$ cat src/design/wrr_pkg.sv
package wrr_pkg;

    // Width of one client payload word
    parameter int DATA_W = 16;

    // Width of a credit counter and of a runtime weight
    // A weight of 0 is not supported, so the usable range is 1 to 15
    parameter int CRD_W = 4;

    // Width of a client number on the output side
    // It has to be wide enough for the client count chosen at the top level
    parameter int ID_W = 2;

    // One beat as offered by a client and held in its skid buffer
    typedef struct packed {
        logic [DATA_W-1:0] data;
    } client_beat_t;

    // One beat on the shared output port
    // The id field tells the consumer which client the payload came from
    typedef struct packed {
        logic [ID_W-1:0]   id;
        logic [DATA_W-1:0] data;
    } out_beat_t;

endpackage : wrr_pkg

$ cat src/design/beat_out_reg.sv
`timescale 1ns/1ps

module beat_out_reg #(
    parameter int CLIENTS = 4
) (
    input  logic                                 i_clk,
    input  logic                                 i_rst_n,
    input  logic [CLIENTS-1:0]                   i_gnt,
    input  wrr_pkg::client_beat_t [CLIENTS-1:0] i_beats,
    output logic                                 o_can_take,
    output logic [CLIENTS-1:0]                   o_pop,
    output logic                                 o_valid,
    input  logic                                 i_out_ready,
    output wrr_pkg::out_beat_t                   o_beat
);

    import wrr_pkg::*;

    logic            r_valid;
    out_beat_t       r_beat;
    logic [ID_W-1:0] w_id;
    client_beat_t    w_sel;
    logic            w_load;

    // One-hot to binary plus the matching payload select
    always_comb begin
        w_id  = '0;
        w_sel = '0;
        for (int k = 0; k < CLIENTS; k++) begin
            if (i_gnt[k]) begin
                w_id  = ID_W'(k);
                w_sel = i_beats[k];
            end
        end
    end

    // The stage can take a beat when empty or when its beat leaves now
    assign o_can_take = !r_valid || i_out_ready;
    assign w_load     = (|i_gnt) && o_can_take;
    assign o_pop      = o_can_take ? i_gnt : '0;

    always_ff @(posedge i_clk or negedge i_rst_n) begin
        if (!i_rst_n) begin
            r_valid <= 1'b0;
        end else if (w_load) begin
            r_valid <= 1'b1;
        end else if (i_out_ready) begin
            r_valid <= 1'b0;
        end
    end

    // Payload and id stay put until the output handshake
    always_ff @(posedge i_clk) begin
        if (w_load) begin
            r_beat <= out_beat_t'{id: w_id, data: w_sel.data};
        end
    end

    assign o_valid = r_valid;
    assign o_beat  = r_beat;

endmodule : beat_out_reg

$ cat src/design/client_skid_buf.sv
`timescale 1ns/1ps

module client_skid_buf (
    input  logic                  i_clk,
    input  logic                  i_rst_n,
    input  logic                  i_valid,
    output logic                  o_ready,
    input  wrr_pkg::client_beat_t i_beat,
    input  logic                  i_pop,
    output logic                  o_pending,
    output wrr_pkg::client_beat_t o_beat
);

    import wrr_pkg::*;

    // Occupancy flag of the single entry
    logic         r_pending;
    // Held payload, only written on an accepted transfer
    client_beat_t r_beat;
    logic         w_accept;

    // Ready comes from the occupancy flop
    // A pop in the same cycle frees the slot, so a new beat can follow
    // without a bubble and the client can stay pending back to back
    assign o_ready  = !r_pending || i_pop;
    assign w_accept = i_valid && o_ready;

    always_ff @(posedge i_clk or negedge i_rst_n) begin
        if (!i_rst_n) begin
            r_pending <= 1'b0;
        end else if (w_accept) begin
            // A fresh beat wins over the pop of the old one
            r_pending <= 1'b1;
        end else if (i_pop) begin
            r_pending <= 1'b0;
        end
    end

    // The payload register follows the accept only
    always_ff @(posedge i_clk) begin
        if (w_accept) begin
            r_beat <= i_beat;
        end
    end

    assign o_pending = r_pending;
    assign o_beat    = r_beat;

endmodule : client_skid_buf

$ cat src/design/rr_pointer_arb.sv
`timescale 1ns/1ps

module rr_pointer_arb #(
    parameter int CLIENTS = 4
) (
    input  logic               i_clk,
    input  logic               i_rst_n,
    input  logic [CLIENTS-1:0] i_req,
    input  logic               i_enable,
    input  logic               i_take,
    output logic [CLIENTS-1:0] o_gnt
);

    localparam int PTR_W = (CLIENTS > 1) ? $clog2(CLIENTS) : 1;

    // Client with the highest priority in the current cycle
    logic [PTR_W-1:0] r_ptr;
    logic [PTR_W-1:0] w_gnt_idx;
    logic             w_found;

    // Scan from the pointer upwards and wrap around at the last client
    // The first requester met in that order wins
    always_comb begin
        int idx;
        o_gnt     = '0;
        w_found   = 1'b0;
        w_gnt_idx = '0;
        for (int k = 0; k < CLIENTS; k++) begin
            idx = int'(r_ptr) + k;
            if (idx >= CLIENTS) begin
                idx = idx - CLIENTS;
            end
            if (i_enable && !w_found && i_req[idx]) begin
                w_found    = 1'b1;
                o_gnt[idx] = 1'b1;
                w_gnt_idx  = PTR_W'(idx);
            end
        end
    end

    // The winner drops to lowest priority once its grant is taken
    always_ff @(posedge i_clk or negedge i_rst_n) begin
        if (!i_rst_n) begin
            r_ptr <= '0;
        end else if (i_take && w_found) begin
            if (w_gnt_idx == PTR_W'(CLIENTS - 1)) begin
                r_ptr <= '0;
            end else begin
                r_ptr <= w_gnt_idx + 1'b1;
            end
        end
    end

endmodule : rr_pointer_arb

$ cat src/design/wrr_credit_mask.sv
`timescale 1ns/1ps

module wrr_credit_mask #(
    parameter int CLIENTS = 4
) (
    input  logic                                  i_clk,
    input  logic                                  i_rst_n,
    input  logic [CLIENTS-1:0]                    i_req,
    input  logic                                  i_hold,
    input  logic [CLIENTS-1:0][wrr_pkg::CRD_W-1:0] i_weight,
    input  logic [CLIENTS-1:0]                    i_take,
    output logic [CLIENTS-1:0]                    o_mask_req,
    output logic                                  o_replenish
);

    import wrr_pkg::*;

    // Number of grants each client has taken in the current round
    logic [CLIENTS-1:0][CRD_W-1:0] r_crd_cnt;
    // Count plus one, one bit wider so that it cannot wrap
    logic [CLIENTS-1:0][CRD_W:0]   w_cnt_incr;
    logic [CLIENTS-1:0][CRD_W-1:0] w_cnt_next;
    logic [CLIENTS-1:0]            w_has_crd;
    logic                          w_replenish;
    logic                          w_taken;

    // A client still has credit while one more grant stays within its weight
    always_comb begin
        for (int i = 0; i < CLIENTS; i++) begin
            w_cnt_incr[i] = {1'b0, r_crd_cnt[i]} + 1'b1;
            w_has_crd[i]  = (w_cnt_incr[i] <= {1'b0, i_weight[i]});
        end
    end

    // The round is over once none of the current requesters has credit
    // With no requester at all this is also high, which is harmless
    // because nothing is taken in that cycle
    assign w_replenish = ((i_req & w_has_crd) == '0);

    // During replenish every requester is eligible again
    // Hold blocks every request so that no new grant can start
    always_comb begin
        if (i_hold) begin
            o_mask_req = '0;
        end else if (w_replenish) begin
            o_mask_req = i_req;
        end else begin
            o_mask_req = i_req & w_has_crd;
        end
    end

    // Next counter values, used only on a cycle where a grant is taken
    // On replenish the taken grant already counts for the new round
    always_comb begin
        for (int i = 0; i < CLIENTS; i++) begin
            if (w_replenish) begin
                w_cnt_next[i] = i_take[i] ? CRD_W'(1) : '0;
            end else if (i_take[i]) begin
                w_cnt_next[i] = w_cnt_incr[i][CRD_W-1:0];
            end else begin
                w_cnt_next[i] = r_crd_cnt[i];
            end
        end
    end

    assign w_taken = |i_take;

    // Counters freeze under back-pressure and while nothing is granted
    always_ff @(posedge i_clk or negedge i_rst_n) begin
        if (!i_rst_n) begin
            r_crd_cnt <= '0;
        end else if (w_taken) begin
            r_crd_cnt <= w_cnt_next;
        end
    end

    assign o_replenish = w_replenish;

endmodule : wrr_credit_mask

$ cat src/design/wrr_mux_top.sv
`timescale 1ns/1ps

module wrr_mux_top #(
    parameter int CLIENTS = 4
) (
    input  logic                                  i_clk,
    input  logic                                  i_rst_n,
    input  logic [CLIENTS-1:0]                    i_valid,
    output logic [CLIENTS-1:0]                    o_ready,
    input  wrr_pkg::client_beat_t [CLIENTS-1:0]  i_beat,
    input  logic [CLIENTS-1:0][wrr_pkg::CRD_W-1:0] i_weight,
    input  logic                                  i_hold,
    output logic                                  o_valid,
    input  logic                                  i_out_ready,
    output wrr_pkg::out_beat_t                    o_beat
);

    import wrr_pkg::*;

    logic [CLIENTS-1:0]               w_pending;
    client_beat_t [CLIENTS-1:0]       w_held_beat;
    logic [CLIENTS-1:0]               w_mask_req;
    logic [CLIENTS-1:0]               w_gnt;
    logic [CLIENTS-1:0]               w_pop;
    logic                             w_can_take;

    // One single-entry input stage per client
    for (genvar c = 0; c < CLIENTS; c++) begin : gen_client
        client_skid_buf client_skid_buf_i (
            .i_clk     (i_clk),
            .i_rst_n   (i_rst_n),
            .i_valid   (i_valid[c]),
            .o_ready   (o_ready[c]),
            .i_beat    (i_beat[c]),
            .i_pop     (w_pop[c]),
            .o_pending (w_pending[c]),
            .o_beat    (w_held_beat[c])
        );
    end

    // Credits filter the pending flags before the round-robin sees them
    wrr_credit_mask #(.CLIENTS(CLIENTS)) wrr_credit_mask_i (
        .i_clk       (i_clk),
        .i_rst_n     (i_rst_n),
        .i_req       (w_pending),
        .i_hold      (i_hold),
        .i_weight    (i_weight),
        .i_take      (w_pop),
        .o_mask_req  (w_mask_req),
        .o_replenish ()
    );

    // A grant only exists while the output stage has room for it
    rr_pointer_arb #(.CLIENTS(CLIENTS)) rr_pointer_arb_i (
        .i_clk    (i_clk),
        .i_rst_n  (i_rst_n),
        .i_req    (w_mask_req),
        .i_enable (w_can_take),
        .i_take   (|w_pop),
        .o_gnt    (w_gnt)
    );

    beat_out_reg #(.CLIENTS(CLIENTS)) beat_out_reg_i (
        .i_clk       (i_clk),
        .i_rst_n     (i_rst_n),
        .i_gnt       (w_gnt),
        .i_beats     (w_held_beat),
        .o_can_take  (w_can_take),
        .o_pop       (w_pop),
        .o_valid     (o_valid),
        .i_out_ready (i_out_ready),
        .o_beat      (o_beat)
    );

endmodule : wrr_mux_top

$ cat config.mk
export PLATFORM = sky130hd
export DESIGN_NAME = wrr_mux_top
export DESIGN_NICKNAME = d
export VERILOG_FILES = /design/src/design/wrr_pkg.sv /design/src/design/beat_out_reg.sv /design/src/design/client_skid_buf.sv /design/src/design/rr_pointer_arb.sv /design/src/design/wrr_credit_mask.sv /design/src/design/wrr_mux_top.sv
export SDC_FILE = /design/constraint.sdc
export NUM_CORES = 1
export LEC_CHECK = 0
export BUFFER_PORTS_ARGS = -buffer_cell sky130_fd_sc_hd__buf_2
export CAP_MARGIN = 0
export CORE_MARGIN = 2
export CORE_UTILIZATION = 55
export DETAILED_ROUTE_END_ITERATION = 10
export PLACE_DENSITY = 0.82
export SYNTH_ARGS = -nofsm -noshare
export SYNTH_HDL_FRONTEND = slang
export SYNTH_SLANG_ARGS = --single-unit
$ cat constraint.sdc
create_clock -name i_clk -period 5.81 [get_ports i_clk]
set_clock_uncertainty 0.1 [all_clocks]
set_input_delay 0.2905 -clock i_clk [delete_from_list [all_inputs] [get_ports i_clk]]
set_output_delay 0.2905 -clock i_clk [all_outputs]
set_load 0.03 [all_outputs]
After elaboration in Yosys (flattened, before gate mapping)
Cells that the tools add are included.
{"block": "totals", "register_bits": 105, "in_bits": 88, "out_inout_bits": 23, "wordCells": 165}
{"block": "op_classes", "addsub": 12, "order_cmp": 16, "n_eq_ne": 1, "mux": 68, "bitwise": 4, "reduce_logical": 47}
{"cell": "32-bit by 1-bit >= comparator with 1-bit output (second input constant)", "n": 4}
{"cell": "32-bit by 4-bit < comparator with 1-bit output (second input constant)", "n": 4}
{"cell": "32-bit two-way mux", "n": 4}
{"cell": "32-bit by 4-bit >= comparator with 1-bit output (second input constant)", "n": 3}
{"cell": "32-bit by 4-bit subtractor with 32-bit output (second input constant)", "n": 3}
{"cell": "16-bit two-way mux", "n": 4}
{"cell": "4-bit two-way mux", "n": 15}
{"cell": "1-bit two-way mux", "n": 32}
{"cell": "4-bit by 1-bit adder with 5-bit output (second input constant)", "n": 4}
{"cell": "5-bit by 4-bit less-or-equal comparator with 1-bit output", "n": 4}
{"cell": "2-bit nonzero test", "n": 9}
{"cell": "1-bit logical AND", "n": 17}
{"cell": "4-bit OR", "n": 3}
{"cell": "2-bit two-way mux", "n": 5}
{"cell": "1-bit binary-select mux with 2-bit select", "n": 4}
{"cell": "1-bit demux with 2-bit select", "n": 4}
{"cell": "1-bit zero test", "n": 8}
{"cell": "2-bit AND reduction", "n": 4}
{"cell": "4-bit OR reduction", "n": 2}
{"cell": "2-bit by 2-bit adder with 3-bit output (second input constant)", "n": 2}
{"cell": "1-bit logical OR", "n": 5}
{"cell": "4-bit bitwise AND", "n": 1}
{"cell": "4-bit zero test", "n": 1}
{"cell": "2-bit by 3-bit subtractor with 4-bit output (second input constant)", "n": 1}
{"cell": "other kinds (5)", "n": 5}

Longest topological paths before layout
{"block": "depth", "ltp_word": 27, "depth_mapped": 18, "depth_no_buf": 15}

Hierarchy
From an unflattened synthesis, not the netlist that was laid out.
{"block": "unflattened", "hier_cells": 402, "hier_area_um2": 5206.2}
{"mod": "client_skid_buf", "instances": 4, "cells_per_inst": 20, "area_per_inst_um2": 534.3, "seq_area_each_um2": 505.5}
{"mod": "wrr_credit_mask", "instances": 1, "cells_per_inst": 154, "area_per_inst_um2": 1347.5, "seq_area_each_um2": 400.4}
{"mod": "beat_out_reg", "instances": 1, "cells_per_inst": 91, "area_per_inst_um2": 1084.8, "seq_area_each_um2": 565.5}
{"mod": "rr_pointer_arb", "instances": 1, "cells_per_inst": 76, "area_per_inst_um2": 629.4, "seq_area_each_um2": 50.0}
{"mod": "wrr_mux_top", "instances": 1, "cells_per_inst": 1, "area_per_inst_um2": 7.5, "seq_area_each_um2": 0.0}

Least setup slack after synthesis
Ideal clock, no wire load.
{"block": "synth_timing", "path_kind": "register -> register", "startpoint": "register wrr_credit_mask_i.r_crd_cnt[4] (netlist bit)", "endpoint": "register rr_pointer_arb_i.r_ptr[1]", "setup_time_ns": 0.118, "arrival_ns": 4.242, "required_ns": 5.592, "setup_slack_ns": 1.350, "stages_incl_launch_ff": 17, "path_buffers": 1, "period_less_slack_ns": 4.460, "path_cell_list": "dfrtp_1 -> ha_1 -> xor2_1 -> ha_1 -> nand4b_1 -> and3_1 -> o211a_1 -> buf_2 -> or4_4 -> a311oi_4 -> or2_4 -> nor4b_4 -> a221o_1 -> nor4_4 -> inv_2 -> o211ai_2 -> o2bb2a_4"}
{"block": "synth_via", "elab_chain_len": 26, "word_cells_on_any_way": 49, "cone_classes": "2 x add/sub; 1 x order compare; 1 x eq/ne; 28 x mux; 4 x bitwise; 13 x reduce/logical"}
{"item": "from (decl)", "line_no": "wrr_credit_mask.sv:19", "text": "logic [CLIENTS-1:0][CRD_W-1:0] r_crd_cnt;"}
{"item": "from (signal assigned)", "line_no": "wrr_credit_mask.sv:73", "text": "r_crd_cnt <= w_cnt_next;"}
{"item": "4-bit by 1-bit adder with 5-bit output (*)", "line_no": "wrr_credit_mask.sv:30", "text": "w_cnt_incr[i] = {1'b0, r_crd_cnt[i]} + 1'b1;"}
{"item": "5-bit by 4-bit less-or-equal comparator with 1-bit output (*)", "line_no": "wrr_credit_mask.sv:31", "text": "w_has_crd[i] = (w_cnt_incr[i] <= {1'b0, i_weight[i]});"}
{"item": "4-bit bitwise AND (*)", "line_no": "wrr_credit_mask.sv:38, wrr_credit_mask.sv:48"}
{"item": "4-bit zero test", "line_no": "wrr_credit_mask.sv:38", "text": "assign w_replenish = ((i_req & w_has_crd) == '0);"}
{"item": "4-bit two-way mux (*)", "line_no": "wrr_credit_mask.sv:45", "text": "end else if (w_replenish) begin"}
{"item": "4-bit two-way mux (*)", "line_no": "wrr_credit_mask.sv:43", "text": "if (i_hold) begin"}
{"item": "parallel branches: the longest is 20 deep, another holds 1-bit binary-select mux with 2-bit select"}
{"item": "to (signal assigned)", "line_no": "rr_pointer_arb.sv:49", "text": "r_ptr <= w_gnt_idx + 1'b1;"}
{"item": "to (decl)", "line_no": "rr_pointer_arb.sv:17", "text": "logic [PTR_W-1:0] r_ptr;"}
Mark *: on every way between the ends. The select of a mux whose other input is x is not followed.
A chain may end at the register's enable or synchronous reset.

==> summary.txt <==
minimum clock period: 5.54 ns
Final #Nets: 730
final setup violation count: 0
IO Pins: 111
largest family of logic cells by synthesized area: compound AO/OA/AOI/OAI gates
most common cell after layout, fill and taps aside: buf_2
die height: 103 um
warnings from Yosys: 0
Mean Syn Cell Area: 12.0 um2
worst reg-to-reg path cell count: 14
wire length per cell: 22.4 um
Congestion Overflow GR: 0
setup TNS: 0 ns
FP Rows: 36
routing usage on met1: 40.8%
core box area: 0.00964 mm2
GR peak layer: met2
clk slew on worst S/H paths: 0.12 ns
worst hold endpoint: gen_client[3].client_skid_buf_i.o_pending
antenna diode count: 0
multiplexer area fraction after synthesis: 1.12%
H-tree depth: 3
Yosys reg bits: 105
final period utilization: 95.4%
Largest delay share family, worst path: simple AND/OR/NAND/NOR gates
Leakage: 2.80 nW
DRC viols: 0
vias in the first global route: 4717
post-synthesis compound-gate area fraction: 19.6%
multi-input logic area: 0.00216 mm2
WP buf/inv: 0
hold wc startpoint: i_valid[3]
DR pass1 iterations: 5
Synth Flop Type: edfxtp_1
antenna viol nets, final: 0
CP Cell Sequence: ha_1 > xor2_1 > ha_1 > and4_1 > a31oi_1 > nor2_1 > or4_1 > a31oi_1 > mux2i_1 > nor3_2 > a221oi_1 > nor2_2 > a22oi_1 > o21ai_0
CTS max path bufs: 2
via/cell ratio: 6.34
root buffer cell: clkbuf_8
Slowest cell on crit path: nor2_2
maximum number of pins on one net before global-route repair: 24
GPL Wtd Cong: 0.940
postcts setup bufs: 0
All-Layer GR Usage: 33.4%
worst-path maximum fanout: 16
post-route setup slack: 0.266 ns
Crit Path Class: reg -> reg
startpoint types: register
routing usage on met2: 55.3%
share of layout cells above drive strength 1: 23.9%
outcome: finished, final reports clean
Peak VDD IR: 0.402 mV
global-route wire length before repair: 25800 um
WHS Path Cells: 2
crit path DAT: 5.58 ns
FILL cells: 642
Power Density: 691 mW/mm2
most frequent cells in the layout: buf_2, edfxtp_1, dlygate4sd3_1
Crit. End Element: register
number of CTS-inserted buffers: 9
Post-synth ARST share: 21.9%
CTS tree: done
xor/xnor share of the synthesized area: 1.30%
Starting Density: 55.7%
Mapped Area: 0.00537 mm2
die width: 103 um
Post-Place Setup Slack: 0.366 ns
met3 Use GR: 7.59%
Cells after Synth: 446
maximum clock frequency: 180 MHz
Slew @ Worst Pin: 0.960 ns
CP Depth: 14
Reg2Reg Capture Point: beat_out_reg_i.o_beat[9]
R2R setup slack: 0.27 ns
Max Cap Viol: 0
RSZ-0062 raised after global routing: no
Post-Synth Simple-Gate Area: 11.7%
Critical R2R Launch: wrr_credit_mask_i.r_crd_cnt[12]
First DRT Iteration DRCs: 505
final wirelength: 16800 um
# placed instances: 670
Critical Path RT: 5.85 ns
initial antenna violation count: 0
max incr delay on CP: 0.69 ns
Final Max Slew Viols: 0
Yosys cell types: 65
Clk Latency, worst-skew pair: 0.39 ns
non-filler cells in the finished layout: 753
detailed-route via count: 4772
IO buf count: 110
EDFF count, synth: 82
clock sinks: 105
Fin. Hold Viols: 0
Post-Synth Adder-Cell Area: 6.29%
Reg area: 0.00304 mm2
Detailed Place HPWL: 9380 um
Min-Delay Path Class: in -> reg
die footprint: 0.0106 mm2
Slew Limit Headroom: 36.0%
total power: 4.75 mW
Seq/Total Area, Yosys: 56.6%
Layout area overhead: 28.1%
syn nets: 561
-- cells in the mapped netlist (6+ instances only) --
library cell	instances	share of area (%)
edfxtp_1	82	46
nor2_1	18	1.3
mux2i_1	6	1.1
nand3_1	20	1.9
o21ai_0	28	2.6
a21oi_1	27	2.5
dfrtp_1	23	11
clkbuf_1	9	0.63
inv_1	16	1.1
buf_2	7	0.65
nand2b_1	6	0.70
ha_1	27	6.3
a22oi_1	32	4.5
nand2_1	30	2.1
nand4b_1	7	1.1
a22o_1	6	0.98
-- layer usage --
metal / wire length, um / vias up
li1: - / 2087
met1: 5800 / 2258
met2: 8380 / 351
met3: 1660 / 76
met4: 983 / 0
met5: 0 / -
-- cell type report --
type                       instances  share of cell area (%)
sequential                       105                    44.1
multi-input combinational        299                    31.4
timing repair buffer             181                    18.2
tap                              133                    2.42
clock buffer                      11                    1.91
inverter                          19                    1.04
clock inverter                     5                   0.909
-- per-stage QoR --
| step | hold WS (ns) | area (um2) | utilization [%] |
|---|---|---|---|
| 6_report | 0.00496 | 6880 | 71.4 |
| 5_1_grt | 0.00574 | 6880 | 71.4 |
| 4_1_cts | 0.00273 | 6860 | 71.2 |
| 3_5_place_dp | 0.217 | 6010 | 62.3 |
| 3_3_place_gp | 0.196 | 6010 | 62.3 |
| 2_1_floorplan | -0.105 | 5370 | - |
-- power breakdown --
part	internal (mW)	switching [mW]
sequential	1.28	0.178
clock	0.204	0.280
combinational	0.887	1.93
total	2.37	2.39
-- worst reg2reg max path, cell delays in order (launching register included) --
cell and delay, ns:
dfrtp_1 0.46, ha_1 0.28, xor2_1 0.15, ha_1 0.31, and4_1 0.19, a31oi_1 0.36
nor2_1 0.24, or4_1 0.55, a31oi_1 0.32, mux2i_1 0.23, nor3_2 0.44, a221oi_1 0.30
nor2_2 0.69, a22oi_1 0.17, o21ai_0 0.50
-- state kept, by name, summed over array words and instances, names as in the netlist --
name and flops:
gen_client.client_skid_buf_i.o_beat 64, wrr_credit_mask_i.r_crd_cnt 16, gen_client.client_skid_buf_i.o_pending 4, beat_out_reg_i.o_valid 1, beat_out_reg_i.o_beat 18, rr_pointer_arb_i.r_ptr 2
-- worst max path at each step --
stage | start | endpoint | slack [ns]
CTS | wrr_credit_mask_i.r_crd_cnt[12] | beat_out_reg_i.o_beat[2] | 0.36
finish | wrr_credit_mask_i.r_crd_cnt[12] | beat_out_reg_i.o_beat[9] | 0.27
global placement | wrr_credit_mask_i.r_crd_cnt[12] | rr_pointer_arb_i.r_ptr[1] | 0.62
global route | wrr_credit_mask_i.r_crd_cnt[12] | beat_out_reg_i.o_beat[2] | 0.04
detailed placement | wrr_credit_mask_i.r_crd_cnt[12] | beat_out_reg_i.o_beat[1] | 0.37
floorplan | wrr_credit_mask_i.r_crd_cnt[4] | rr_pointer_arb_i.r_ptr[1] | 1.35
-- logic make-up (layout without fill, tap and decap cells) --
logic type / Yosys count / in the layout
AOI/OAI and AO/OA: 146 / 146
and+or+nand+nor: 112 / 112
DFF: 105 / 105
buffers and inverters: 42 / 216
adders and majority gates: 27 / 27
xor gates and xnor gates: 8 / 8
muxes: 6 / 6
-- timing repair --
item,in CTS,in global routing
hold buffers,66,1
setup endpoints to repair,0,19
gates resized for setup,0,3
hold endpoints to repair,88,1
Power figures use the tool's default switching activity.
